--- src/hw/exu_pkg.sv ---
`default_nettype none

package exu_pkg;

    // **************************************************
    // widths
    // **************************************************
    localparam int xlen_w       = 64;
    localparam int word_w       = 32;
    localparam int inst_w       = 32;
    localparam int reg_id_w     = 5;
    localparam int op_w         = 6;
    localparam int shamt_w      = 6;
    localparam int shamt_word_w = 5;
    localparam int cls_w        = 2;
    localparam int alu_fn_w     = 4;

    // sequential step, also the link offset
    localparam logic [xlen_w-1:0] inst_step = xlen_w'(4);

    // **************************************************
    // op codes
    // **************************************************
    localparam logic [op_w-1:0] op_nop   = 6'd0;
    // integer
    localparam logic [op_w-1:0] op_add   = 6'd1;
    localparam logic [op_w-1:0] op_sub   = 6'd2;
    localparam logic [op_w-1:0] op_sll   = 6'd3;
    localparam logic [op_w-1:0] op_slt   = 6'd4;
    localparam logic [op_w-1:0] op_sltu  = 6'd5;
    localparam logic [op_w-1:0] op_xor   = 6'd6;
    localparam logic [op_w-1:0] op_srl   = 6'd7;
    localparam logic [op_w-1:0] op_sra   = 6'd8;
    localparam logic [op_w-1:0] op_or    = 6'd9;
    localparam logic [op_w-1:0] op_and   = 6'd10;
    // word forms
    localparam logic [op_w-1:0] op_addw  = 6'd11;
    localparam logic [op_w-1:0] op_subw  = 6'd12;
    localparam logic [op_w-1:0] op_sllw  = 6'd13;
    localparam logic [op_w-1:0] op_srlw  = 6'd14;
    localparam logic [op_w-1:0] op_sraw  = 6'd15;
    // upper immediate
    localparam logic [op_w-1:0] op_lui   = 6'd16;
    localparam logic [op_w-1:0] op_auipc = 6'd17;
    // jumps and branches
    localparam logic [op_w-1:0] op_jal   = 6'd18;
    localparam logic [op_w-1:0] op_jalr  = 6'd19;
    localparam logic [op_w-1:0] op_beq   = 6'd20;
    localparam logic [op_w-1:0] op_bne   = 6'd21;
    localparam logic [op_w-1:0] op_blt   = 6'd22;
    localparam logic [op_w-1:0] op_bge   = 6'd23;
    localparam logic [op_w-1:0] op_bltu  = 6'd24;
    localparam logic [op_w-1:0] op_bgeu  = 6'd25;
    // multiply / divide
    localparam logic [op_w-1:0] op_mul   = 6'd26;
    localparam logic [op_w-1:0] op_mulw  = 6'd27;
    localparam logic [op_w-1:0] op_div   = 6'd28;
    localparam logic [op_w-1:0] op_divu  = 6'd29;
    localparam logic [op_w-1:0] op_remu  = 6'd30;
    localparam logic [op_w-1:0] op_divw  = 6'd31;
    localparam logic [op_w-1:0] op_divuw = 6'd32;
    localparam logic [op_w-1:0] op_remw  = 6'd33;
    localparam logic [op_w-1:0] op_remuw = 6'd34;

    // write-back classes
    localparam logic [cls_w-1:0] cls_none = 2'd0;
    localparam logic [cls_w-1:0] cls_alu  = 2'd1;
    localparam logic [cls_w-1:0] cls_md   = 2'd2;
    localparam logic [cls_w-1:0] cls_link = 2'd3;

    // alu functions
    localparam logic [alu_fn_w-1:0] fn_add  = 4'd0;
    localparam logic [alu_fn_w-1:0] fn_sub  = 4'd1;
    localparam logic [alu_fn_w-1:0] fn_sll  = 4'd2;
    localparam logic [alu_fn_w-1:0] fn_slt  = 4'd3;
    localparam logic [alu_fn_w-1:0] fn_sltu = 4'd4;
    localparam logic [alu_fn_w-1:0] fn_xor  = 4'd5;
    localparam logic [alu_fn_w-1:0] fn_srl  = 4'd6;
    localparam logic [alu_fn_w-1:0] fn_sra  = 4'd7;
    localparam logic [alu_fn_w-1:0] fn_or   = 4'd8;
    localparam logic [alu_fn_w-1:0] fn_and  = 4'd9;
    localparam logic [alu_fn_w-1:0] fn_pass = 4'd10;

    // most negative dividends, for signed overflow
    localparam logic [xlen_w-1:0] xlen_min = {1'b1, {(xlen_w-1){1'b0}}};
    localparam logic [word_w-1:0] word_min = {1'b1, {(word_w-1){1'b0}}};

endpackage

`default_nettype wire

--- src/hw/ex_stage_if.sv ---
`timescale 1ns/1ps
`default_nettype none

interface ex_stage_if;
    import exu_pkg::*;

    // one registered execute slot
    logic                valid;
    logic [xlen_w-1:0]   pc;
    logic [inst_w-1:0]   inst;
    logic [op_w-1:0]     op;
    logic [xlen_w-1:0]   src_a;
    logic [xlen_w-1:0]   src_b;
    logic [reg_id_w-1:0] rd;

    // issue register side
    modport source (
        output valid, pc, inst, op, src_a, src_b, rd
    );

    // execute units
    modport sink (
        input valid, pc, inst, op, src_a, src_b, rd
    );

endinterface

`default_nettype wire

--- src/hw/writeback_mux.sv ---
`timescale 1ns/1ps
`default_nettype none

module writeback_mux (
    ex_stage_if.sink                      stage,
    input  logic [exu_pkg::xlen_w-1:0]    alu_result,
    input  logic [exu_pkg::xlen_w-1:0]    md_result,
    output logic                          reg_wr_wen,
    output logic [exu_pkg::reg_id_w-1:0]  reg_wr_id,
    output logic [exu_pkg::xlen_w-1:0]    reg_wr_value
);
    import exu_pkg::*;

    logic [cls_w-1:0]  op_cls;
    logic [xlen_w-1:0] wr_value;

    // **************************************************
    // op classification
    // **************************************************
    always_comb begin
        case (stage.op)
            op_add, op_sub, op_sll, op_slt, op_sltu,
            op_xor, op_srl, op_sra, op_or, op_and:
                op_cls = cls_alu;
            op_addw, op_subw, op_sllw, op_srlw, op_sraw:
                op_cls = cls_alu;
            op_lui, op_auipc:
                op_cls = cls_alu;
            op_mul, op_mulw, op_div, op_divu, op_remu,
            op_divw, op_divuw, op_remw, op_remuw:
                op_cls = cls_md;
            // link value for jumps
            op_jal, op_jalr:
                op_cls = cls_link;
            // branches and bubbles write nothing
            op_nop, op_beq, op_bne, op_blt, op_bge, op_bltu, op_bgeu:
                op_cls = cls_none;
            default:
                op_cls = cls_none;
        endcase
    end

    // result source
    always_comb begin
        case (op_cls)
            cls_alu:  wr_value = alu_result;
            cls_md:   wr_value = md_result;
            cls_link: wr_value = stage.pc + inst_step;
            default:  wr_value = '0;
        endcase
    end

    // empty slot drives all zeros
    assign reg_wr_wen   = stage.valid && (op_cls != cls_none);
    assign reg_wr_id    = stage.valid ? stage.rd : '0;
    assign reg_wr_value = stage.valid ? wr_value : '0;

endmodule

`default_nettype wire

--- src/flat_wrapper.sv ---
// flat-port wrapper written by rule: the top's interface ports become plain ports
module writeback_mux_flat import exu_pkg::*;
  (alu_result, md_result, reg_wr_wen, reg_wr_id, reg_wr_value, stage_valid, stage_pc, stage_inst, stage_op, stage_src_a, stage_src_b, stage_rd);
  ex_stage_if stage_i ();
  input  logic [exu_pkg::xlen_w-1:0] alu_result;
  input  logic [exu_pkg::xlen_w-1:0] md_result;
  output logic reg_wr_wen;
  output logic [exu_pkg::reg_id_w-1:0] reg_wr_id;
  output logic [exu_pkg::xlen_w-1:0] reg_wr_value;
  input wire logic [$bits(stage_i.valid)-1:0] stage_valid;
  input wire logic [$bits(stage_i.pc)-1:0] stage_pc;
  input wire logic [$bits(stage_i.inst)-1:0] stage_inst;
  input wire logic [$bits(stage_i.op)-1:0] stage_op;
  input wire logic [$bits(stage_i.src_a)-1:0] stage_src_a;
  input wire logic [$bits(stage_i.src_b)-1:0] stage_src_b;
  input wire logic [$bits(stage_i.rd)-1:0] stage_rd;
  assign stage_i.valid = stage_valid;
  assign stage_i.pc = stage_pc;
  assign stage_i.inst = stage_inst;
  assign stage_i.op = stage_op;
  assign stage_i.src_a = stage_src_a;
  assign stage_i.src_b = stage_src_b;
  assign stage_i.rd = stage_rd;
  writeback_mux u_core (.stage(stage_i), .alu_result(alu_result), .md_result(md_result), .reg_wr_wen(reg_wr_wen), .reg_wr_id(reg_wr_id), .reg_wr_value(reg_wr_value));
endmodule
--- config.mk ---
export PLATFORM = sky130hd
export DESIGN_NAME = writeback_mux_flat
export DESIGN_NICKNAME = d
export VERILOG_FILES = /design/src/hw/exu_pkg.sv /design/src/hw/ex_stage_if.sv /design/src/hw/writeback_mux.sv /design/src/flat_wrapper.sv
export SDC_FILE = /design/constraint.sdc
export NUM_CORES = 1
export LEC_CHECK = 0
export ABC_AREA = 1
export ABC_CLOCK_PERIOD_IN_PS = 2430
export BUFFER_PORTS_ARGS = -buffer_cell sky130_fd_sc_hd__clkbuf_2
export CAP_MARGIN = 20
export CORE_AREA = 2 2 168 170
export DETAILED_ROUTE_END_ITERATION = 7
export DIE_AREA = 0 0 170 172
export GPL_TIMING_DRIVEN = 0
export PLACE_DENSITY = 0.5
export SYNTH_ARGS = -nofsm -noshare
export SYNTH_HDL_FRONTEND = slang
export SYNTH_SLANG_ARGS = --single-unit
--- constraint.sdc ---
create_clock -name vclk -period 2.43
set_input_delay 0.243 -clock vclk [all_inputs]
set_output_delay 0.243 -clock vclk [all_outputs]
set_load 0.01 [all_outputs]
Word level (Yosys, flattened, before mapping) --
Memories as Yosys holds them, arrays and structs flattened. Cells that the tools add are included. Widths: inputs -> output; s select.
Storage, ports and cells: bits in registers 0, bits in read-only memories 128, input port bits 364, word-level logic and storage cells 10, memories kept 1
Operators by class: add/subtract/negate cells 1, eq/ne operators 3, mux-type cells 3, reductions and logical operators 2
Memories:
- (no name shown) | words 64, bits a word 2, rd ports 1, clocked after Yosys merged registers in 0, wr ports 0, RTL line writeback_mux.sv:21 | case (stage.op)
Operators by type and width (number):
- $pmux 64 s3 | 1
- $add 64x3->64 const B | 1
- $mux 64 | 1
- $mux 5 | 1
- $eq 2x2->1 const B | 2
- $eq 2x1->1 const B | 1
- $reduce_bool 2->1 | 1
- $logic_and 1x1->1 | 1

Depth between registers and ports, before layout --
An unclocked memory read counts as a cell.
depth after elaboration 4, mapped depth 11, gate-level depth less buffers 10

Least setup slack after synthesis --
Ideal clock, no wire load.
path type input port to output port, start input stage_pc[2], end output reg_wr_value[36] in the netlist's numbering, data arrival time 1.525 ns, setup slack 0.662 ns, stages on the path 9, buffers on the path 0, path through ha_1 -> nand3_1 -> nor2_1 -> nand3_1 -> nor2_1 -> nand2_1 -> nand2_1 -> nand3_1 -> a21oi_1
Between the ends: cells in the longest elaborated chain, start to end 3
Ends and longest elaborated chain:
- start: declaration | RTL line flat_wrapper.sv:11 | input wire logic [$bits(stage_i.pc)-1:0] stage_pc;
- $add 64x3->64 | RTL line writeback_mux.sv:48 | cls_link: wr_value = stage.pc + inst_step;
- $pmux 64 s3 | RTL line writeback_mux.sv:45 | case (op_cls)
- $mux 64 | RTL line writeback_mux.sv:56 | assign reg_wr_value = stage.valid ? wr_value : '0;
- end: declaration | RTL line flat_wrapper.sv:9 | output logic [exu_pkg::xlen_w-1:0] reg_wr_value;
No other way between the ends.

Worst setup path in the final report --
start input stage_pc[2], end output reg_wr_value[38] in the netlist's numbering
Same word-level chain as after synthesis.

==> impl_metrics.tcl <==
set metrics [dict create \
    outcome "completed" \
    hold_buffers 0 \
    ioPinCount 434 \
    min_period_ns 2.270 \
    drt-total-wl_um 25030 \
    critical_path_arrival_ns 2.03 \
    die_h_um 172 \
    slowest_delay_ns 0.28 \
    cp_slowest_cell "ha_2" \
    synth_area_um2 3869 \
    synth.area.top_cells "nand2_1 38%, nor2_1 13%, inv_1 13%" \
    ir_worst_vdd_mv 0.02970 \
    diodes 0 \
    switchingPower_mw 0.4518 \
    placed_area_um2 5668 \
    ys_types 25 \
    layout_worst_path_cycle_share 0.9340 \
    combPwrFrac 1.000 \
    postSynthAreaPerCell_um2 4.265 \
    finalCoreUtilization 0.2123 \
    grt.overflow.total 0 \
    hold_viol 0 \
    final_area_um2 5832 \
    dr.pass1.iters 5 \
    hp-class "input port to output pin" \
    maxCapViolCount 0 \
    vias_per_cell 4.231 \
    coreArea_um2 27480 \
    swShare 0.5990 \
    timing.critical_path.to "reg_wr_value[38]" \
    area_delta_synth_final_pct 50.74 \
    cp.required_ns 2.19 \
    final_cell_mix "389 x nand2_1, 273 x clkbuf_2, 136 x inv_1, 134 x nor2_1, 78 x nand3_1" \
    yosys.area.top_type "nand2_1" \
    clkPwrFrac 0 \
    grt_pass1_wl_um 34710 \
    layout-drive-gt1-share 0.2769 \
    seq_power_share 0 \
    crit_type "input port to output pin" \
    p_int_mw 0.3024 \
    route.detailed.drc 0 \
    fmax_ghz 0.4406 \
    routedWlPerCell_um 16.31 \
    ant_nets 0 \
    p_leak_nw 3.154 \
    yosysTopAreaCellShare 0.3803 \
    track_usage 0.1594 \
    layout.nets 1555 \
    worst_pin_slew_ns 0.8648 \
    first_global_vias 5767 \
    ys_warn_count 0 \
    syn_nets 1272 \
    worst_slack_ns 0.1603 \
    rsz0062_at_grt "false" \
    worst-path-max-fanout 7 \
    finalMaxSlewViolations 0 \
    seq_cells 0 \
    relSlewSlack 0.4235 \
    place_congestion 0.9302 \
    pre_cts_ws_ns -0.3562 \
    drtIter0Drc 365 \
    clock_buffer_count 0 \
    end_kind "output pin" \
    synth_cells 907 \
    crit_chain "clkbuf_2, ha_2, nand2_1, nor2_4, nand2_2, nor2_4, nand3_1, nand2_1, nand3_1, a21oi_1, clkbuf_2" \
    layout_commonest_cell "nand2_1" \
    portBuffers 273 \
    power_density_nw_per_um2 129.3 \
    vias 6491 \
    design_power_total_mw 0.7542 \
    start_kind "input port" \
    num_rows 61 \
    start_util 0.1408 \
    startpoint "stage_pc[2]" \
    dp_hpwl_um 22280 \
    setup_viol 0 \
    die_w_um 170 \
    grt_max_degree 11 \
    antenna_found_initial 0 \
    regArea_um2 0 \
    dieArea_um2 29240 \
    yosysSeqAreaShare 0 \
]
-- area by class of cell --
class	count	area (µm²)
repair buffers	281	1439
well taps	346	432.9
plain buffers	24	133.9
fillers	3344	21640
inverters	139	521.8
multi-input cells	744	3304
-- power groups by stage --
| stage | logic [mW] | clock network (mW) | registers (mW) |
|---|---|---|---|
| floorplan | 0.343 | 0 | 0 |
| global route | 0.838 | 0 | 0 |
| CTS | 0.756 | 0 | 0 |
| detailed placement | 0.738 | 0 | 0 |
| finish | 0.754 | 0 | 0 |
| global placement | 0.734 | 0 | 0 |
-- synthesized netlist by cell type, types with 2 or more instances --
library cell	instances
a21oi_1	43
a31oi_1	13
buf_2	12
buf_4	5
clkbuf_1	7
inv_1	136
inv_2	3
nand2_1	392
nand3_1	82
nand4_1	13
nor2_1	138
nor2_2	6
nor2_4	3
nor3_1	6
o211ai_1	6
o21ai_0	12
o21ai_1	3
o21bai_1	10
or2_2	3
xnor2_1	2
xor2_1	8
-- timing repair --
action	CTS	global route
gates resized for setup	10	15
gates cloned	0	0
setup buffers	5	3
pin swaps	2	1
endpoints found under the setup margin	22	41
-- metal layers --
metal / up-vias / GRT usage / part of all wire
li1: 3364 / - / -
met1: 2915 / 0.1974 / 0.43
met2: 190 / 0.2996 / 0.50
met3: 22 / 0.01373 / 0.048
met4: 0 / 0.03456 / 0.024
met5: - / 0 / 0
-- cells by family after synthesis --
| group | Yosys count | share of synthesized area |
|---|---|---|
| buffers and inverters | 163 | 0.1669 |
| XOR/XNOR | 10 | 0.02264 |
| AO/OA/AOI/OAI | 88 | 0.1313 |
| adder cells (fa/ha/maj) | 1 | 0.003234 |
| AND/OR/NAND/NOR | 645 | 0.6759 |
-- how the worst min path moves through the flow --
stage / startpoint / end / slack, ns / cells past startpoint
final: stage_rd[0] / reg_wr_id[0] / 0.75 / 4
after global routing: stage_rd[0] / reg_wr_id[0] / 0.77 / 4
after CTS: stage_rd[0] / reg_wr_id[0] / 0.76 / 4
after detailed placement: stage_rd[0] / reg_wr_id[0] / 0.76 / 4
after global placement: stage_rd[0] / reg_wr_id[0] / 0.75 / 4
after floorplan: stage_rd[0] / reg_wr_id[0] / 0.58 / 2
-- through the flow --
| stage | instances | hold slack, ns | setup TNS [ns] |
|---|---|---|---|
| 2_1_floorplan | 907 | 0.5751 | 0 |
| 3_3_place_gp | 1526 | 0.7500 | -1.244 |
| 3_5_place_dp | 1526 | 0.7583 | -1.534 |
| 4_1_cts | 1531 | 0.7583 | 0 |
| 5_1_grt | 1534 | 0.7703 | 0 |
| 6_report | 1534 | 0.7538 | 0 |
-- worst max-delay path, delay by kind of cell --
kind                     cells  cell delay [ns]
AND/OR/NAND/NOR              7             1.01
AO/OA/AOI/OAI                1             0.15
adder cells (fa/ha/maj)      1             0.28
buffers and inverters        2             0.34
Power figures use the tool's default switching activity.
