==> config.mk <==
export PLATFORM = sky130hd
export DESIGN_NAME = branch_resolve_flat
export DESIGN_NICKNAME = d
export VERILOG_FILES = /design/src/hw/exu_pkg.sv /design/src/hw/ex_stage_if.sv /design/src/hw/branch_resolve.sv /design/src/flat_wrapper.sv
export SDC_FILE = /design/constraint.sdc
export NUM_CORES = 1
export LEC_CHECK = 0
export BUFFER_PORTS_ARGS = -buffer_cell sky130_fd_sc_hd__buf_4
export CORE_ASPECT_RATIO = 1.4
export CORE_MARGIN = 3
export CORE_UTILIZATION = 35
export DETAILED_ROUTE_END_ITERATION = 8
export GPL_ROUTABILITY_DRIVEN = 0
export PLACE_DENSITY = 0.65
export SLEW_MARGIN = 5
export SYNTH_ARGS = -nofsm -noshare
export SYNTH_HDL_FRONTEND = slang
export SYNTH_SLANG_ARGS = --single-unit
==> constraint.sdc <==
create_clock -name vclk -period 3.2
set_clock_uncertainty 0.05 [all_clocks]
set_input_delay 0.16 -clock vclk [all_inputs]
set_output_delay 0.16 -clock vclk [all_outputs]
set_load 0.03 [all_outputs]
==> src/hw/exu_pkg.sv <==
`default_nettype none

package exu_pkg;

    // **************************************************
    // widths
    // **************************************************
    localparam int xlen_w       = 64;
    localparam int word_w       = 32;
    localparam int inst_w       = 32;
    localparam int reg_id_w     = 5;
    localparam int op_w         = 6;
    localparam int shamt_w      = 6;
    localparam int shamt_word_w = 5;
    localparam int cls_w        = 2;
    localparam int alu_fn_w     = 4;

    // sequential step, also the link offset
    localparam logic [xlen_w-1:0] inst_step = xlen_w'(4);

    // **************************************************
    // op codes
    // **************************************************
    localparam logic [op_w-1:0] op_nop   = 6'd0;
    // integer
    localparam logic [op_w-1:0] op_add   = 6'd1;
    localparam logic [op_w-1:0] op_sub   = 6'd2;
    localparam logic [op_w-1:0] op_sll   = 6'd3;
    localparam logic [op_w-1:0] op_slt   = 6'd4;
    localparam logic [op_w-1:0] op_sltu  = 6'd5;
    localparam logic [op_w-1:0] op_xor   = 6'd6;
    localparam logic [op_w-1:0] op_srl   = 6'd7;
    localparam logic [op_w-1:0] op_sra   = 6'd8;
    localparam logic [op_w-1:0] op_or    = 6'd9;
    localparam logic [op_w-1:0] op_and   = 6'd10;
    // word forms
    localparam logic [op_w-1:0] op_addw  = 6'd11;
    localparam logic [op_w-1:0] op_subw  = 6'd12;
    localparam logic [op_w-1:0] op_sllw  = 6'd13;
    localparam logic [op_w-1:0] op_srlw  = 6'd14;
    localparam logic [op_w-1:0] op_sraw  = 6'd15;
    // upper immediate
    localparam logic [op_w-1:0] op_lui   = 6'd16;
    localparam logic [op_w-1:0] op_auipc = 6'd17;
    // jumps and branches
    localparam logic [op_w-1:0] op_jal   = 6'd18;
    localparam logic [op_w-1:0] op_jalr  = 6'd19;
    localparam logic [op_w-1:0] op_beq   = 6'd20;
    localparam logic [op_w-1:0] op_bne   = 6'd21;
    localparam logic [op_w-1:0] op_blt   = 6'd22;
    localparam logic [op_w-1:0] op_bge   = 6'd23;
    localparam logic [op_w-1:0] op_bltu  = 6'd24;
    localparam logic [op_w-1:0] op_bgeu  = 6'd25;
    // multiply / divide
    localparam logic [op_w-1:0] op_mul   = 6'd26;
    localparam logic [op_w-1:0] op_mulw  = 6'd27;
    localparam logic [op_w-1:0] op_div   = 6'd28;
    localparam logic [op_w-1:0] op_divu  = 6'd29;
    localparam logic [op_w-1:0] op_remu  = 6'd30;
    localparam logic [op_w-1:0] op_divw  = 6'd31;
    localparam logic [op_w-1:0] op_divuw = 6'd32;
    localparam logic [op_w-1:0] op_remw  = 6'd33;
    localparam logic [op_w-1:0] op_remuw = 6'd34;

    // write-back classes
    localparam logic [cls_w-1:0] cls_none = 2'd0;
    localparam logic [cls_w-1:0] cls_alu  = 2'd1;
    localparam logic [cls_w-1:0] cls_md   = 2'd2;
    localparam logic [cls_w-1:0] cls_link = 2'd3;

    // alu functions
    localparam logic [alu_fn_w-1:0] fn_add  = 4'd0;
    localparam logic [alu_fn_w-1:0] fn_sub  = 4'd1;
    localparam logic [alu_fn_w-1:0] fn_sll  = 4'd2;
    localparam logic [alu_fn_w-1:0] fn_slt  = 4'd3;
    localparam logic [alu_fn_w-1:0] fn_sltu = 4'd4;
    localparam logic [alu_fn_w-1:0] fn_xor  = 4'd5;
    localparam logic [alu_fn_w-1:0] fn_srl  = 4'd6;
    localparam logic [alu_fn_w-1:0] fn_sra  = 4'd7;
    localparam logic [alu_fn_w-1:0] fn_or   = 4'd8;
    localparam logic [alu_fn_w-1:0] fn_and  = 4'd9;
    localparam logic [alu_fn_w-1:0] fn_pass = 4'd10;

    // most negative dividends, for signed overflow
    localparam logic [xlen_w-1:0] xlen_min = {1'b1, {(xlen_w-1){1'b0}}};
    localparam logic [word_w-1:0] word_min = {1'b1, {(word_w-1){1'b0}}};

endpackage

`default_nettype wire

==> src/hw/ex_stage_if.sv <==
`timescale 1ns/1ps
`default_nettype none

interface ex_stage_if;
    import exu_pkg::*;

    // one registered execute slot
    logic                valid;
    logic [xlen_w-1:0]   pc;
    logic [inst_w-1:0]   inst;
    logic [op_w-1:0]     op;
    logic [xlen_w-1:0]   src_a;
    logic [xlen_w-1:0]   src_b;
    logic [reg_id_w-1:0] rd;

    // issue register side
    modport source (
        output valid, pc, inst, op, src_a, src_b, rd
    );

    // execute units
    modport sink (
        input valid, pc, inst, op, src_a, src_b, rd
    );

endinterface

`default_nettype wire

==> src/hw/branch_resolve.sv <==
`timescale 1ns/1ps
`default_nettype none

module branch_resolve (
    ex_stage_if.sink                    stage,
    input  logic [exu_pkg::xlen_w-1:0]  alu_result,
    output logic [exu_pkg::xlen_w-1:0]  dnpc,
    output logic                        pc_update
);
    import exu_pkg::*;

    logic [xlen_w-1:0] imm_b;
    logic [xlen_w-1:0] snpc;
    logic [xlen_w-1:0] br_target;
    logic              taken;
    logic              is_ctl;

    // b-type offset, bit 0 always zero
    assign imm_b = {{(xlen_w-13){stage.inst[31]}}, stage.inst[31], stage.inst[7],
                    stage.inst[30:25], stage.inst[11:8], 1'b0};

    assign snpc      = stage.pc + inst_step;
    assign br_target = stage.pc + imm_b;

    // **************************************************
    // condition, straight on the operands
    // **************************************************
    always_comb begin
        is_ctl = 1'b1;
        taken  = 1'b0;
        case (stage.op)
            op_beq:  taken = (stage.src_a == stage.src_b);
            op_bne:  taken = (stage.src_a != stage.src_b);
            op_blt:  taken = ($signed(stage.src_a) < $signed(stage.src_b));
            op_bge:  taken = ($signed(stage.src_a) >= $signed(stage.src_b));
            op_bltu: taken = (stage.src_a < stage.src_b);
            op_bgeu: taken = (stage.src_a >= stage.src_b);
            // jumps redirect through dnpc case below
            op_jal, op_jalr: taken = 1'b0;
            default: is_ctl = 1'b0;
        endcase
    end

    // next pc
    always_comb begin
        case (stage.op)
            op_jal:  dnpc = alu_result;
            // jalr clears the low bit of the target
            op_jalr: dnpc = {alu_result[xlen_w-1:1], 1'b0};
            default: dnpc = taken ? br_target : snpc;
        endcase
    end

    // any valid control transfer, taken or not
    assign pc_update = stage.valid && is_ctl;

endmodule

`default_nettype wire

==> src/flat_wrapper.sv <==
// flat-port wrapper written by rule: the top's interface ports become plain ports
module branch_resolve_flat import exu_pkg::*;
  (alu_result, dnpc, pc_update, stage_valid, stage_pc, stage_inst, stage_op, stage_src_a, stage_src_b, stage_rd);
  ex_stage_if stage_i ();
  input  logic [exu_pkg::xlen_w-1:0] alu_result;
  output logic [exu_pkg::xlen_w-1:0] dnpc;
  output logic pc_update;
  input wire logic [$bits(stage_i.valid)-1:0] stage_valid;
  input wire logic [$bits(stage_i.pc)-1:0] stage_pc;
  input wire logic [$bits(stage_i.inst)-1:0] stage_inst;
  input wire logic [$bits(stage_i.op)-1:0] stage_op;
  input wire logic [$bits(stage_i.src_a)-1:0] stage_src_a;
  input wire logic [$bits(stage_i.src_b)-1:0] stage_src_b;
  input wire logic [$bits(stage_i.rd)-1:0] stage_rd;
  assign stage_i.valid = stage_valid;
  assign stage_i.pc = stage_pc;
  assign stage_i.inst = stage_inst;
  assign stage_i.op = stage_op;
  assign stage_i.src_a = stage_src_a;
  assign stage_i.src_b = stage_src_b;
  assign stage_i.rd = stage_rd;
  branch_resolve u_core (.stage(stage_i), .alu_result(alu_result), .dnpc(dnpc), .pc_update(pc_update));
endmodule
* Word-level counts from Yosys, hierarchy flattened
Cells that the tools add are included.
Storage, ports and cells: bits in registers 0, bits in latches 0, RAM bits 0, ROM bits 0, bits of input ports 300, output and inout bits 65, logic and storage cells 22, memories 0
Operators by class: add/sub/neg operators 2, $mul 0, div/mod/pow operators 0, order comparisons 4, equal/unequal tests 10, shifts and indexed selects 0, muxes and demuxes 4, bitwise gates (word level) 0, reductions and logical operators 2
Operators by type and width (number):
- $ge A64 B64 Y1 | 2
- $lt A64 B64 Y1 | 2
- $pmux W64 S2 | 1
- $add A64 B3 Y64 const B | 1
- $add A64 B64 Y64 | 1
- $eq A64 B64 Y1 | 1
- $mux W64 | 1
- $ne A64 B64 Y1 | 1
- $eq A6 B5 Y1 const B | 8
- $reduce_or A8 Y1 | 1
- $pmux W1 S6 | 1
- $logic_and A1 B1 Y1 | 1
- $mux W1 | 1

* Longest topological paths before layout
depth after elaboration 4, gate-level depth with buffers 15, depth with buffers taken out 14

* Least setup slack after synthesis
Ideal clock, no wire load.
path kind input to output, start input stage_src_b[55], end output dnpc[34] in the netlist's numbering, data arrival time 3180 ps, required time 2990 ps, slack -190 ps, stages 14, buffers on the path 2, cell sequence inv_1 > ha_1 > nand4_2 > nor4_4 > nand3_2 > or4_1 > and3_1 > o221ai_4 > nor2_4 > buf_2 > buf_2 > nand2_1 > o21ai_0 > o21ai_0
Between the ends: longest elaborated chain between the ends 4, elaborated cells between the ends (all ways) 9, classes of those cells 4 x order compare; 2 x eq/ne; 3 x mux
RTL lines:
- from (decl) | line flat_wrapper.sv:13 | input wire logic [$bits(stage_i.src_b)-1:0] stage_src_b;
- $ge A64 B64 Y1 (tied with other cells) | line branch_resolve.sv:37 | op_bgeu: taken = (stage.src_a >= stage.src_b);
- $pmux W1 S6 * | line branch_resolve.sv:31 | case (stage.op)
- $mux W64 * | line branch_resolve.sv:50 | default: dnpc = taken ? br_target : snpc;
- $pmux W64 S2 * | line branch_resolve.sv:46 | case (stage.op)
- to (decl) | line flat_wrapper.sv:6 | output logic [exu_pkg::xlen_w-1:0] dnpc;
Mark *: on every way between the ends. The rest lies on a longest branch, timed or not.

* Worst setup path in the final report
start input stage_src_b[38], end output dnpc[3] in the netlist's numbering
Same word-level chain as after synthesis.

==> implementation parameters <==
Parameter                              Value

Status
  Status ... finished, violations left
  Violations in the final reports ... setup timing

Die
  Horiz. Die Dim ... ~130 um
  Die outline area ... 24,000 um2
  Core Region ... roughly 22,000 um2
  Die height ... between 150 and 200 um
  Number of top-level design ports ... around 370
  Initial core utilization ... around 36%
  Standard-cell row count ... 63

Worst setup path
  Critical path class ... input port to output port
  CP endpoint kind ... output port
  Data arrival time of the critical path ... about 3.4 ns
  Largest fanout of any net on the critical path ... 7
  Element type at the critical path start ... input port
  Data required time of the worst path ... about 3.0 ns

Cells and area
  Number of nets in the final layout ... between 2,000 and 2,500
  Flip-flop and latch area ... 0 um2
  Fraction of layout instances using a drive strength above 1 ... about half
  Number of sequential storage elements ... 0
  Fillers ... 1,695
  Synthesis-to-finish area growth ... 93.8%
  Number of clock-tree buffers in the layout ... 0
  Cell area after layout ... 15,000 um2

Timing
  Min setup slack post-route ... -0.430 ns
  Headroom to the max-slew limit ... 56.6%
  F_max ... 276 MHz
  Number of hold violations in the final report ... 0
  Share of the clock period used by the worst path ... 113%
  Pin slew with the least headroom to its limit ... roughly 0.65 ns
  Max-slew violation total from the final report ... 0
  Unrepaired setup endpoints after global routing ... true
  Final critical-path required period ... 3.63 ns
  Final setup vio count ... 63

Global routing
  Initial antenna violation count ... 5
  All-Layer GR Usage ... between 20% and 30%
  Overflow left after global routing ... 0
  Maximum number of pins on one net before global-route repair ... a little under 50
  Global-route wire length before repair ... 57.5 mm
  Vias in the first global route ... ~12,000

Routing
  Routed vias/inst ... roughly 5.6
  Routed wirelength normalized by instance count ... between 15 and 20 um
  Routed length on met1 ... ~14 mm
  Detailed-routed wire length on met2 ... 21.3 mm
  Count of vias placed by the detailed router ... 11,700
  Detailed-router iteration count before antenna repair ... 7
  Top sig layer ... met5
  Detailed-route DRC error count ... 0
  Number of nets with antenna violations after routing ... 0
  Total Routed Length ... roughly 40 mm
  Detailed router's first-iteration violation count ... 639
  Met3 wire length ... 2.87 mm

Logic synthesis
  Most used standard cell by instance count after synthesis ... a21oi_1
  Post-synthesis net count ... approximately 1,600
  Yosys cell types ... 76
  Sequential element share of the synthesized area ... 0%
  Largest cells by area after synthesis ... ha_1 20%, a21oi_1 9.7%, xnor2_1 6.9%
  Cell type contributing the most total cell area after synthesis ... ha_1
  Mean cell area of the mapped netlist ... about 6.4 um2
  Mapped Area ... roughly 7800 um2
  Count of yosys warnings during synthesis ... 0
  Synth cell count leaders ... 151 x a21oi_1, 142 x nand2_1, 127 x ha_1
  Post-Syn Instances ... 1,218
  Area share of the largest cell type after synthesis ... roughly a fifth

Placement
  Port Buf Inserts ... between 300 and 400
  Placed Instance Area ... between 10,000 and 15,000 um2
  Worst slack after detailed placement ... -0.489 ns
  Half-perimeter wire length after detailed placement ... between 30 and 40 mm

Pwr
  Static Leakage ... about 7.1 nW
  Peak supply drop ... roughly 0.1 mV
  Power per cell area ... 177 nW/um2

Min path
  Worst Hold Depth ... 4
  Type of the most critical hold path ... input port to output port

Run
  Number of maximum-capacitance violations ... 0
==> cell families after synthesis <==
group           count (synthesis)  share of synthesized area [%]
mux                            11                           1.48
fa+ha+maj                     128                           20.7
compound gates                378                           29.8
simple gates                  438                           27.6
xor+xnor                      114                           12.9
buf+inv                       149                           7.47
==> per-layer routing <==
layer / track usage, % / up-vias
li1: - / 5575
met1: 28.3 / 5378
met2: 58.6 / 569
met3: 5.18 / 157
met4: 12.5 / 6
met5: 0 / -
==> layout make-up <==
class | count | area [um2] | share of cell area [%]
diodes | 3 | 7.51 | 0.0500
well taps | 292 | 365 | 2.43
repair buffers | 638 | 5520 | 36.7
inverters | 94 | 363 | 2.41
multi-input cells | 1070 | 8770 | 58.4
==> worst max-delay path: stages <==
cell	delay, ns
buf_6	0.08
inv_4	0.04
ha_4	0.27
nand4_1	0.19
buf_4	0.20
nor3_2	0.11
buf_4	0.18
buf_6	0.11
nand3_4	0.07
or4_1	0.54
and3_4	0.21
o221ai_4	0.18
nor2_4	0.10
clkbuf_16	0.19
buf_16	0.16
nor3_4	0.23
a21oi_2	0.06
a21oi_2	0.19
buf_6	0.16
==> where the power goes <==
part | internal, mW | switching, mW | leakage, nW
clock | 0.000000126 | 0 | 0.0000190
combinational | 1.32 | 1.34 | 7.10
sequential | 0 | 0 | 0
total | 1.32 | 1.34 | 7.10
==> stage by stage <==
stage	total power [mW]	setup TNS [ns]	util (%)	hold WS, ns	std cells
final	2.65	-18.91	69.8	0.576	2097
after global routing	2.84	-27.02	69.8	0.605	2095
after CTS	2.41	-6.90	65.1	0.573	2068
after detailed placement	2.13	-23.50	57.8	0.575	2035
after global placement	2.11	-19.92	57.8	0.572	2035
after floorplan	1.10	0	-	0.437	1218
==> repair_timing <==
item,in CTS,in global routing
gates resized for setup,287,150
gates cloned,8,4
buffers inserted,28,26
hold buffers,0,0
endpoints found under the setup margin,63,63
hold endpoints to repair,0,0
pin swaps,74,100
==> cell usage in the layout (no fill, tap or decap), types with 18 or more instances in the layout <==
master,instances
buf_4,517
nand2_1,120
buf_6,93
ha_1,91
nor2_1,85
a21oi_1,83
inv_1,72
a21oi_2,60
xnor2_1,60
xor2_1,51
nand4_1,44
nand3_1,42
o21ai_0,38
ha_4,35
a21o_1,31
o21ai_1,23
o21ai_2,20
nor2_4,19
inv_2,18
==> final timing paths <==
kind | start | to | slack [ns]
setup / recovery | stage_src_b[38] | dnpc[3] | -0.43
hold / removal | alu_result[13] | dnpc[13] | 0.58
Note: power is estimated with default switching activity, not from simulation.
