File: src/hw/exu_pkg.sv
`default_nettype none

package exu_pkg;

    // **************************************************
    // widths
    // **************************************************
    localparam int xlen_w       = 64;
    localparam int word_w       = 32;
    localparam int inst_w       = 32;
    localparam int reg_id_w     = 5;
    localparam int op_w         = 6;
    localparam int shamt_w      = 6;
    localparam int shamt_word_w = 5;
    localparam int cls_w        = 2;
    localparam int alu_fn_w     = 4;

    // sequential step, also the link offset
    localparam logic [xlen_w-1:0] inst_step = xlen_w'(4);

    // **************************************************
    // op codes
    // **************************************************
    localparam logic [op_w-1:0] op_nop   = 6'd0;
    // integer
    localparam logic [op_w-1:0] op_add   = 6'd1;
    localparam logic [op_w-1:0] op_sub   = 6'd2;
    localparam logic [op_w-1:0] op_sll   = 6'd3;
    localparam logic [op_w-1:0] op_slt   = 6'd4;
    localparam logic [op_w-1:0] op_sltu  = 6'd5;
    localparam logic [op_w-1:0] op_xor   = 6'd6;
    localparam logic [op_w-1:0] op_srl   = 6'd7;
    localparam logic [op_w-1:0] op_sra   = 6'd8;
    localparam logic [op_w-1:0] op_or    = 6'd9;
    localparam logic [op_w-1:0] op_and   = 6'd10;
    // word forms
    localparam logic [op_w-1:0] op_addw  = 6'd11;
    localparam logic [op_w-1:0] op_subw  = 6'd12;
    localparam logic [op_w-1:0] op_sllw  = 6'd13;
    localparam logic [op_w-1:0] op_srlw  = 6'd14;
    localparam logic [op_w-1:0] op_sraw  = 6'd15;
    // upper immediate
    localparam logic [op_w-1:0] op_lui   = 6'd16;
    localparam logic [op_w-1:0] op_auipc = 6'd17;
    // jumps and branches
    localparam logic [op_w-1:0] op_jal   = 6'd18;
    localparam logic [op_w-1:0] op_jalr  = 6'd19;
    localparam logic [op_w-1:0] op_beq   = 6'd20;
    localparam logic [op_w-1:0] op_bne   = 6'd21;
    localparam logic [op_w-1:0] op_blt   = 6'd22;
    localparam logic [op_w-1:0] op_bge   = 6'd23;
    localparam logic [op_w-1:0] op_bltu  = 6'd24;
    localparam logic [op_w-1:0] op_bgeu  = 6'd25;
    // multiply / divide
    localparam logic [op_w-1:0] op_mul   = 6'd26;
    localparam logic [op_w-1:0] op_mulw  = 6'd27;
    localparam logic [op_w-1:0] op_div   = 6'd28;
    localparam logic [op_w-1:0] op_divu  = 6'd29;
    localparam logic [op_w-1:0] op_remu  = 6'd30;
    localparam logic [op_w-1:0] op_divw  = 6'd31;
    localparam logic [op_w-1:0] op_divuw = 6'd32;
    localparam logic [op_w-1:0] op_remw  = 6'd33;
    localparam logic [op_w-1:0] op_remuw = 6'd34;

    // write-back classes
    localparam logic [cls_w-1:0] cls_none = 2'd0;
    localparam logic [cls_w-1:0] cls_alu  = 2'd1;
    localparam logic [cls_w-1:0] cls_md   = 2'd2;
    localparam logic [cls_w-1:0] cls_link = 2'd3;

    // alu functions
    localparam logic [alu_fn_w-1:0] fn_add  = 4'd0;
    localparam logic [alu_fn_w-1:0] fn_sub  = 4'd1;
    localparam logic [alu_fn_w-1:0] fn_sll  = 4'd2;
    localparam logic [alu_fn_w-1:0] fn_slt  = 4'd3;
    localparam logic [alu_fn_w-1:0] fn_sltu = 4'd4;
    localparam logic [alu_fn_w-1:0] fn_xor  = 4'd5;
    localparam logic [alu_fn_w-1:0] fn_srl  = 4'd6;
    localparam logic [alu_fn_w-1:0] fn_sra  = 4'd7;
    localparam logic [alu_fn_w-1:0] fn_or   = 4'd8;
    localparam logic [alu_fn_w-1:0] fn_and  = 4'd9;
    localparam logic [alu_fn_w-1:0] fn_pass = 4'd10;

    // most negative dividends, for signed overflow
    localparam logic [xlen_w-1:0] xlen_min = {1'b1, {(xlen_w-1){1'b0}}};
    localparam logic [word_w-1:0] word_min = {1'b1, {(word_w-1){1'b0}}};

endpackage

`default_nettype wire

File: src/hw/ex_stage_if.sv
`timescale 1ns/1ps
`default_nettype none

interface ex_stage_if;
    import exu_pkg::*;

    // one registered execute slot
    logic                valid;
    logic [xlen_w-1:0]   pc;
    logic [inst_w-1:0]   inst;
    logic [op_w-1:0]     op;
    logic [xlen_w-1:0]   src_a;
    logic [xlen_w-1:0]   src_b;
    logic [reg_id_w-1:0] rd;

    // issue register side
    modport source (
        output valid, pc, inst, op, src_a, src_b, rd
    );

    // execute units
    modport sink (
        input valid, pc, inst, op, src_a, src_b, rd
    );

endinterface

`default_nettype wire

File: src/hw/ex_issue_reg.sv
`timescale 1ns/1ps
`default_nettype none

module ex_issue_reg (
    input  logic                         clk,
    input  logic                         rst,
    input  logic                         id_valid,
    input  logic [exu_pkg::xlen_w-1:0]   id_pc,
    input  logic [exu_pkg::inst_w-1:0]   id_inst,
    input  logic [exu_pkg::op_w-1:0]     id_op,
    input  logic [exu_pkg::xlen_w-1:0]   id_src_a,
    input  logic [exu_pkg::xlen_w-1:0]   id_src_b,
    input  logic [exu_pkg::reg_id_w-1:0] id_rd,
    ex_stage_if.source                   stage
);
    import exu_pkg::*;

    // **************************************************
    // slot registers
    // **************************************************
    logic                valid_q;
    logic [xlen_w-1:0]   pc_q;
    logic [inst_w-1:0]   inst_q;
    logic [op_w-1:0]     op_q;
    logic [xlen_w-1:0]   src_a_q;
    logic [xlen_w-1:0]   src_b_q;
    logic [reg_id_w-1:0] rd_q;

    // no stall, new slot every clock
    always_ff @(posedge clk) begin
        if (rst) begin
            valid_q <= 1'b0;
            pc_q    <= '0;
            inst_q  <= '0;
            op_q    <= op_nop;
            src_a_q <= '0;
            src_b_q <= '0;
            rd_q    <= '0;
        end else begin
            valid_q <= id_valid;
            pc_q    <= id_pc;
            inst_q  <= id_inst;
            op_q    <= id_op;
            src_a_q <= id_src_a;
            src_b_q <= id_src_b;
            rd_q    <= id_rd;
        end
    end

    // every unit reads this one slot
    assign stage.valid = valid_q;
    assign stage.pc    = pc_q;
    assign stage.inst  = inst_q;
    assign stage.op    = op_q;
    assign stage.src_a = src_a_q;
    assign stage.src_b = src_b_q;
    assign stage.rd    = rd_q;

endmodule

`default_nettype wire

File: src/flat_wrapper.sv
// flat-port wrapper written by rule: the top's interface ports become plain ports
module ex_issue_reg_flat import exu_pkg::*;
  (clk, rst, id_valid, id_pc, id_inst, id_op, id_src_a, id_src_b, id_rd, stage_valid, stage_pc, stage_inst, stage_op, stage_src_a, stage_src_b, stage_rd);
  ex_stage_if stage_i ();
  input  logic clk;
  input  logic rst;
  input  logic id_valid;
  input  logic [exu_pkg::xlen_w-1:0] id_pc;
  input  logic [exu_pkg::inst_w-1:0] id_inst;
  input  logic [exu_pkg::op_w-1:0] id_op;
  input  logic [exu_pkg::xlen_w-1:0] id_src_a;
  input  logic [exu_pkg::xlen_w-1:0] id_src_b;
  input  logic [exu_pkg::reg_id_w-1:0] id_rd;
  output wire logic [$bits(stage_i.valid)-1:0] stage_valid;
  output wire logic [$bits(stage_i.pc)-1:0] stage_pc;
  output wire logic [$bits(stage_i.inst)-1:0] stage_inst;
  output wire logic [$bits(stage_i.op)-1:0] stage_op;
  output wire logic [$bits(stage_i.src_a)-1:0] stage_src_a;
  output wire logic [$bits(stage_i.src_b)-1:0] stage_src_b;
  output wire logic [$bits(stage_i.rd)-1:0] stage_rd;
  assign stage_valid = stage_i.valid;
  assign stage_pc = stage_i.pc;
  assign stage_inst = stage_i.inst;
  assign stage_op = stage_i.op;
  assign stage_src_a = stage_i.src_a;
  assign stage_src_b = stage_i.src_b;
  assign stage_rd = stage_i.rd;
  ex_issue_reg u_core (.clk(clk), .rst(rst), .id_valid(id_valid), .id_pc(id_pc), .id_inst(id_inst), .id_op(id_op), .id_src_a(id_src_a), .id_src_b(id_src_b), .id_rd(id_rd), .stage(stage_i));
endmodule
File: config.mk
export PLATFORM = sky130hd
export DESIGN_NAME = ex_issue_reg_flat
export DESIGN_NICKNAME = d
export VERILOG_FILES = /design/src/hw/exu_pkg.sv /design/src/hw/ex_stage_if.sv /design/src/hw/ex_issue_reg.sv /design/src/flat_wrapper.sv
export SDC_FILE = /design/constraint.sdc
export NUM_CORES = 1
export LEC_CHECK = 0
export ABC_AREA = 1
export BUFFER_PORTS_ARGS = -buffer_cell sky130_fd_sc_hd__buf_2
export CAP_MARGIN = 25
export CORE_AREA = 2 2 187 189
export CTS_CLUSTER_DIAMETER = 150
export DETAILED_ROUTE_END_ITERATION = 10
export DIE_AREA = 0 0 189 191
export PLACE_DENSITY = 0.49
export SYNTH_ARGS = -nofsm -noshare
export SYNTH_HDL_FRONTEND = slang
export SYNTH_SLANG_ARGS = --single-unit
File: constraint.sdc
create_clock -name clk -period 0.8 [get_ports clk]
set_input_delay 0.08 -clock clk [delete_from_list [all_inputs] [get_ports clk]]
set_output_delay 0.08 -clock clk [all_outputs]
set_load 0.03 [all_outputs]
# == After elaboration in Yosys (flattened, before gate mapping) ==
# Index checks and enable logic that the tools add are counted.
# word_totals
register_bits,236
input_bits,238
word_cells,7

# == Depth between registers and ports, before layout ==
# Gate-level depths: netlist of run 1.
# logic_depth
word_depth,0
depth_mapped,4
ltp_nobuf,2

# == Least setup slack after synthesis of run 1 ==
# No wires, ideal clock.
# synth_path
path_type,input -> register
startpoint,input port rst
endpoint,register u_core.inst_q[24] (netlist: u_core.stage.inst[24])
setup_time_ns,0.112
arrival_time_ns,0.559
setup_slack_ns,0.129
stages,4
path_buffers,3
path_cell_list,buf_2 buf_6 buf_6 nor2_1
# synth_lines
element,line,rtl
from (decl),flat_wrapper.sv:6,input logic rst;
to (signal assigned),ex_issue_reg.sv:42,inst_q <= id_inst;
to (decl),ex_issue_reg.sv:23,logic [inst_w-1:0] inst_q;
# No word-level cell between the ends.

# == Worst setup path after layout of run 1 ==
# layout_path
startpoint,register u_core.src_a_q[58] (netlist: u_core.stage.src_a[58])
endpoint,output port stage_src_a[58]
# layout_lines
element,line,rtl
from (decl),ex_issue_reg.sv:25,logic [xlen_w-1:0] src_a_q;
from (signal assigned),ex_issue_reg.sv:44,src_a_q <= id_src_a;
to (decl),flat_wrapper.sv:18,output wire logic [$bits(stage_i.src_a)-1:0] stage_src_a;
# No word-level cell between the ends.

==> results of run 1 <==
==> synthesized netlist by cell type <==
master | number | area share [%]
buf_2 | 15 | 1.1
buf_6 | 11 | 1.9
dfxtp_1 | 236 | 71
inv_1 | 236 | 13
nor2_1 | 236 | 13
==> repair_timing <==
| action | 4_1_cts | 5_1_grt |
|---|---|---|
| hold buffers | 239 | 0 |
| setup endpoints to repair | 236 | 259 |
| resized for setup | 709 | 1 |
| pin swaps | 0 | 0 |
| hold endpoints to repair | 236 | 0 |
==> area by class of cell <==
type | count | area, sq um
clock buffers | 32 | 724.4
clock inverters | 14 | 110.1
fillers | 3108 | 19550
inverters | 236 | 885.9
multi-input cells | 236 | 885.9
flip-flops and latches | 236 | 5022
well taps | 455 | 569.3
repair buffers | 721 | 6375
==> tightest hold or removal path, delay by kind of cell <==
family,cells,cell delay [ns]
buf+inv,2,0.38
simple gates,1,0.05
==> per-stage QoR <==
stage                     power (W)  instances  TNS [ns]
after floorplan             0.01474        734         0
after global placement      0.01620       1646  -0.01754
after detailed placement    0.01621       1646  -0.01906
after CTS                   0.03004       1931    -71.95
after global routing        0.03090       1930    -70.89
final                       0.02967       1930    -61.33
==> placed cells by master, fill, tap and decap left out, drive strengths merged <==
cell	instances
inv	237
bufinv	1
clkinvlp	3
clkinv	9
dfxtp	236
buf	482
clkbuf	33
nor2	236
dlymetal6s4s	1
dlygate4sd3	237
==> power by group through the flow <==
stage | sequential, W | combinational, W | clock [W]
after detailed placement | 0.0128 | 0.00341 | 0
after global placement | 0.0128 | 0.00340 | 0
after CTS | 0.0128 | 0.00508 | 0.0121
after global routing | 0.0129 | 0.00544 | 0.0126
final | 0.0128 | 0.00513 | 0.0117
after floorplan | 0.0141 | 0.000643 | 0
==> registers in the layout (all words and copies together), names as in the netlist <==
name,count
u_core.stage.inst,32
u_core.stage.op,6
u_core.stage.pc,64
u_core.stage.rd,5
u_core.stage.src_a,64
u_core.stage.src_b,64
u_core.stage.valid,1
==> metal layers <==
layer / global-route usage, % / wire length, microns / vias to the layer above
met4: 6.791 / 1129 / 0
met2: 26.54 / 13810 / 381
met3: 4.755 / 2638 / 57
li1: - / - / 3411
met1: 14.59 / 9873 / 3133
met5: 0 / 0 / -
==> path summary, 6_finish.rpt <==
path / from / to / slack (ns) / cells past startpoint
setup / recovery: u_core.stage.src_a[58]$_SDFF_PP0_ / stage_src_a[58] / -0.32 / 1
hold / removal: rst / u_core.stage.pc[8]$_SDFF_PP0_ / 0.01 / 3
==> cell families after synthesis <==
kind of cell	after synthesis
DFF	236
buffers and inverters	262
and+or+nand+nor	236
==> reports/results.txt, run 1 <==
Status - finished, violations left
Failing checks - setup timing
Sequential power share - 43.2%
Layout area overhead - 117.7%
Worst min-delay path class - primary input to flip-flop
IO buf count - 473
Design Area, Final - 0.01457 sq mm
First-pass GRT wire length - 40.45 mm
Starting Density - 19.62%
Via count - 6982
Dpl ws - -0.01294 ns
Chain of cells forming the critical path - buf_6
Row count - 68
Ys Warns - 0
# diodes - 0
Unrepaired setup endpoints after global routing - true
Complex-gate fraction of the synthesized area - 0%
Total global routing track utilization - 14.38%
CTS clk-pin slew, worst paths - 0.06 ns
Vias in the first global route - 7546
Critical Path AT - 1.04 ns
Mapped Area - 0.006695 sq mm
Fin. Hold Viols - 0
Vias per inst - 3.618
Nature of the critical path endpoint - output port
Antenna Nets Post-Route - 0
Placer Congestion - 0.8413
Clk sink count - 236
Critical Path Max Stage Delay - 0.37 ns
CP Class - flip-flop to output port
Number of synthesized register bits - 236
Die Height - 191 microns
CP Launch Type - flip-flop
Initial antenna violation count - 0
Core Util, Final - 42.71%
F_max - 894.2 MHz
CP required - 0.72 ns
Placed Area - 0.009579 sq mm
Yosys cell types - 5
Power Density - 2036 mW/mm^2
Hold Slack - 0.01427 ns
Mux share of post-synthesis cell area - 0%
Drt pass-1 iters - 4
CTS tree - done
Clock buffer depth - 3
Max H-tree Level - 1
Sequential area share after synthesis - 70.57%
Total leakage power - 7.613 nW
Max-Cap Viols - 0
Fin crit share - 139.8%
Total grt overflow - 0
Post-Synthesis Cells - 734
Clock share of power - 39.5%
Clock Tree Root - clkbuf_16
IO Count - 474
Final nets - 1696
Worst-Margin Slew - 0.3347 ns
Postcts setup bufs - 0
Switching part of the total power - 26.26%
Max rail drop VDD - 1.915 mV
CP Max Fanout - 1
Largest net degree at the start of global routing - 51
Area share of xor/xnor cells in the synthesized design - 0%
Wire per inst - 14.22 microns
Largest family of logic cells by synthesized area - buffers and inverters
Final setup vio count - 236
Post-Syn Nets - 972
DRC - 0
Core box area - 0.03412 sq mm
Syn_area_per_cell - 9.121 sq um
Max-slew headroom - 77.69%
Internal - 0.02188 W
CP max-delay cell - dfxtp_4
Die width - 189 microns
DRT iter0 DRCs - 169
Final worst slack - -0.3183 ns
Num CTS Buffers - 27
Worst Path Buf+Inv - 1
Post-Synth Simple-Gate Area - 13.23%
Combinational Power Share - 17.3%
Final wirelength - 27.45 mm
Final HPWL DP - 17.13 mm
CP delay by family, top - flip-flops
Sw power - 0.007790 W
Full die area - 0.03610 sq mm
Share of layout cells above drive strength 1 - 51.73%
Final max-slew violation count - 0
Adder-Cell Fraction of Synth Area - 0%
Crit path time final - 1.118 ns
Note: power is estimated with default switching activity, not from simulation.
==> run 2: changes to the inputs <==
--- a/config.mk
+++ b/config.mk
@@ -12,7 +12,7 @@
 export CTS_CLUSTER_DIAMETER = 150
 export DETAILED_ROUTE_END_ITERATION = 10
 export DIE_AREA = 0 0 189 191
-export PLACE_DENSITY = 0.49
+export PLACE_DENSITY = 0.5
 export SYNTH_ARGS = -nofsm -noshare
 export SYNTH_HDL_FRONTEND = slang
 export SYNTH_SLANG_ARGS = --single-unit
==> reports/results.txt, run 2 (synthesis results as in run 1) <==
Status - finished, violations left
Failing checks - setup timing
Initial antenna violation count - 2
Die width - 189 microns
Core Util, Final - 43.05%
Fin. Hold Viols - 0
Vias per inst - 3.633
Fin crit share - 140.9%
CTS clk-pin slew, worst paths - 0.06 ns
Placed Area - 0.009659 sq mm
Max H-tree Level - 1
Final max-slew violation count - 0
Vias in the first global route - 7457
Starting Density - 19.62%
Via count - 7052
CP required - 0.72 ns
Antenna Nets Post-Route - 0
Critical Path AT - 1.05 ns
Worst hold path depth - 4
Full die area - 0.03610 sq mm
Total grt overflow - 0
Commonest non-fill, non-tap cell in the layout - dlygate4sd3_1
CP delay by family, top - flip-flops
Design Area, Final - 0.01469 sq mm
Wire per inst - 13.81 microns
CP Class - flip-flop to output port
Final setup vio count - 236
Hold Slack - 0.02649 ns
Worst Path Buf+Inv - 1
Worst min-delay path class - primary input to flip-flop
Largest net degree at the start of global routing - 35
Max rail drop VDD - 1.355 mV
Crit path time final - 1.127 ns
Hold Path Sink - u_core.stage.pc[20]$_SDFF_PP0_
Hold Crit Start - rst
Final HPWL DP - 16.54 mm
Total leakage power - 7.683 nW
CP Launch Type - flip-flop
IO buf count - 473
CP Max Fanout - 1
Core box area - 0.03412 sq mm
Max-Cap Viols - 0
Share of layout cells above drive strength 1 - 51.65%
Max-slew headroom - 67.27%
Row count - 68
Clock Tree Root - clkbuf_16
Setup_tns - -61.03 ns
Final worst slack - -0.3270 ns
Critical Path Max Stage Delay - 0.38 ns
Clk sink count - 236
DRT iter0 DRCs - 128
Worst-Margin Slew - 0.4910 ns
F_max - 887.3 MHz
Final wirelength - 26.80 mm
Total global routing track utilization - 14.07%
Placer Congestion - 0.7797
CP max-delay cell - dfxtp_4
Power Density - 2017 mW/mm^2
Clock buffer depth - 3
Layout area overhead - 119.4%
DRC - 0
Die Height - 191 microns
First-pass GRT wire length - 39.72 mm
CTS tree - done
Commonest non-fill, non-tap cells in the layout - dlygate4sd3_1, buf_6, inv_1, nor2_1, buf_2
Final nets - 1704
Filler Cell Count - 3112
Dpl ws - 0.0009759 ns
Nature of the critical path endpoint - output port
Unrepaired setup endpoints after global routing - true
Drt pass-1 iters - 5
Chain of cells forming the critical path - buf_6
IO Count - 474
Num CTS Buffers - 26
[run 2: changes by cell type in the layout (fill, tap and decap cells not counted), moves of 2 or more]
cell and delta:
buf_12 +3, buf_4 +3, clkbuf_1 +3, clkbuf_8 +2, clkinv_2 -2, dlymetal6s4s_1 +2
[run 2: worst max-delay path by stage]
| stage | startpoint | endpoint | slack (ns) | cells past startpoint |
|---|---|---|---|---|
| after floorplan | rst | u_core.stage.inst[24]$_SDFF_PP0_ | 0.13 | 4 |
| after global placement | rst | u_core.stage.src_b[32]$_SDFF_PP0_ | -0.01 | 4 |
| after detailed placement | rst | u_core.stage.src_b[34]$_SDFF_PP0_ | 0.001 | 4 |
| after CTS | u_core.stage.pc[6]$_SDFF_PP0_ | stage_pc[6] | -0.36 | 1 |
| after global routing | u_core.stage.pc[6]$_SDFF_PP0_ | stage_pc[6] | -0.36 | 1 |
| final | u_core.stage.pc[6]$_SDFF_PP0_ | stage_pc[6] | -0.33 | 1 |
[run 2: where the power goes]
group | leakage (nW) | internal [W] | switching [W]
clock | 0.410 | 0.00671 | 0.00490
combinational | 5.24 | 0.00265 | 0.00252
sequential | 2.03 | 0.0125 | 0.000325
[run 2: layer usage]
| metal | wire, microns | vias to the layer above | global-route usage, % |
|---|---|---|---|
| met4 | 1271 | 0 | 6.550 |
| li1 | - | 3440 | - |
| met1 | 9715 | 3187 | 14.58 |
| met3 | 2465 | 59 | 4.626 |
| met5 | 0 | - | 0 |
| met2 | 13350 | 366 | 25.67 |
[run 2: final cells by class]
class / count / area [sq um] / share of cell area (%)
clock buffer: 38 / 777.0 / 5.291
antenna: 1 / 2.502 / 0.01704
timing repair buffer: 730 / 6490 / 44.19
inverter: 236 / 885.9 / 6.032
multi-input combinational: 236 / 885.9 / 6.032
tap: 455 / 569.3 / 3.876
clock inverter: 9 / 53.80 / 0.3663
sequential: 236 / 5022 / 34.20
[run 2: per-stage QoR]
| step | cells | total power [W] |
|---|---|---|
| after global placement | 1652 | 0.01621 |
| after floorplan | 734 | 0.01474 |
| after detailed placement | 1652 | 0.01623 |
| final | 1941 | 0.02962 |
| after global routing | 1941 | 0.03084 |
| after CTS | 1940 | 0.02995 |
[run 2: repair_timing]
item	4_1_cts	5_1_grt
resized for setup	709	3
endpoints found under the hold margin	236	0
endpoints found under the setup margin	236	302
hold buffers	241	0
buffers inserted	0	0
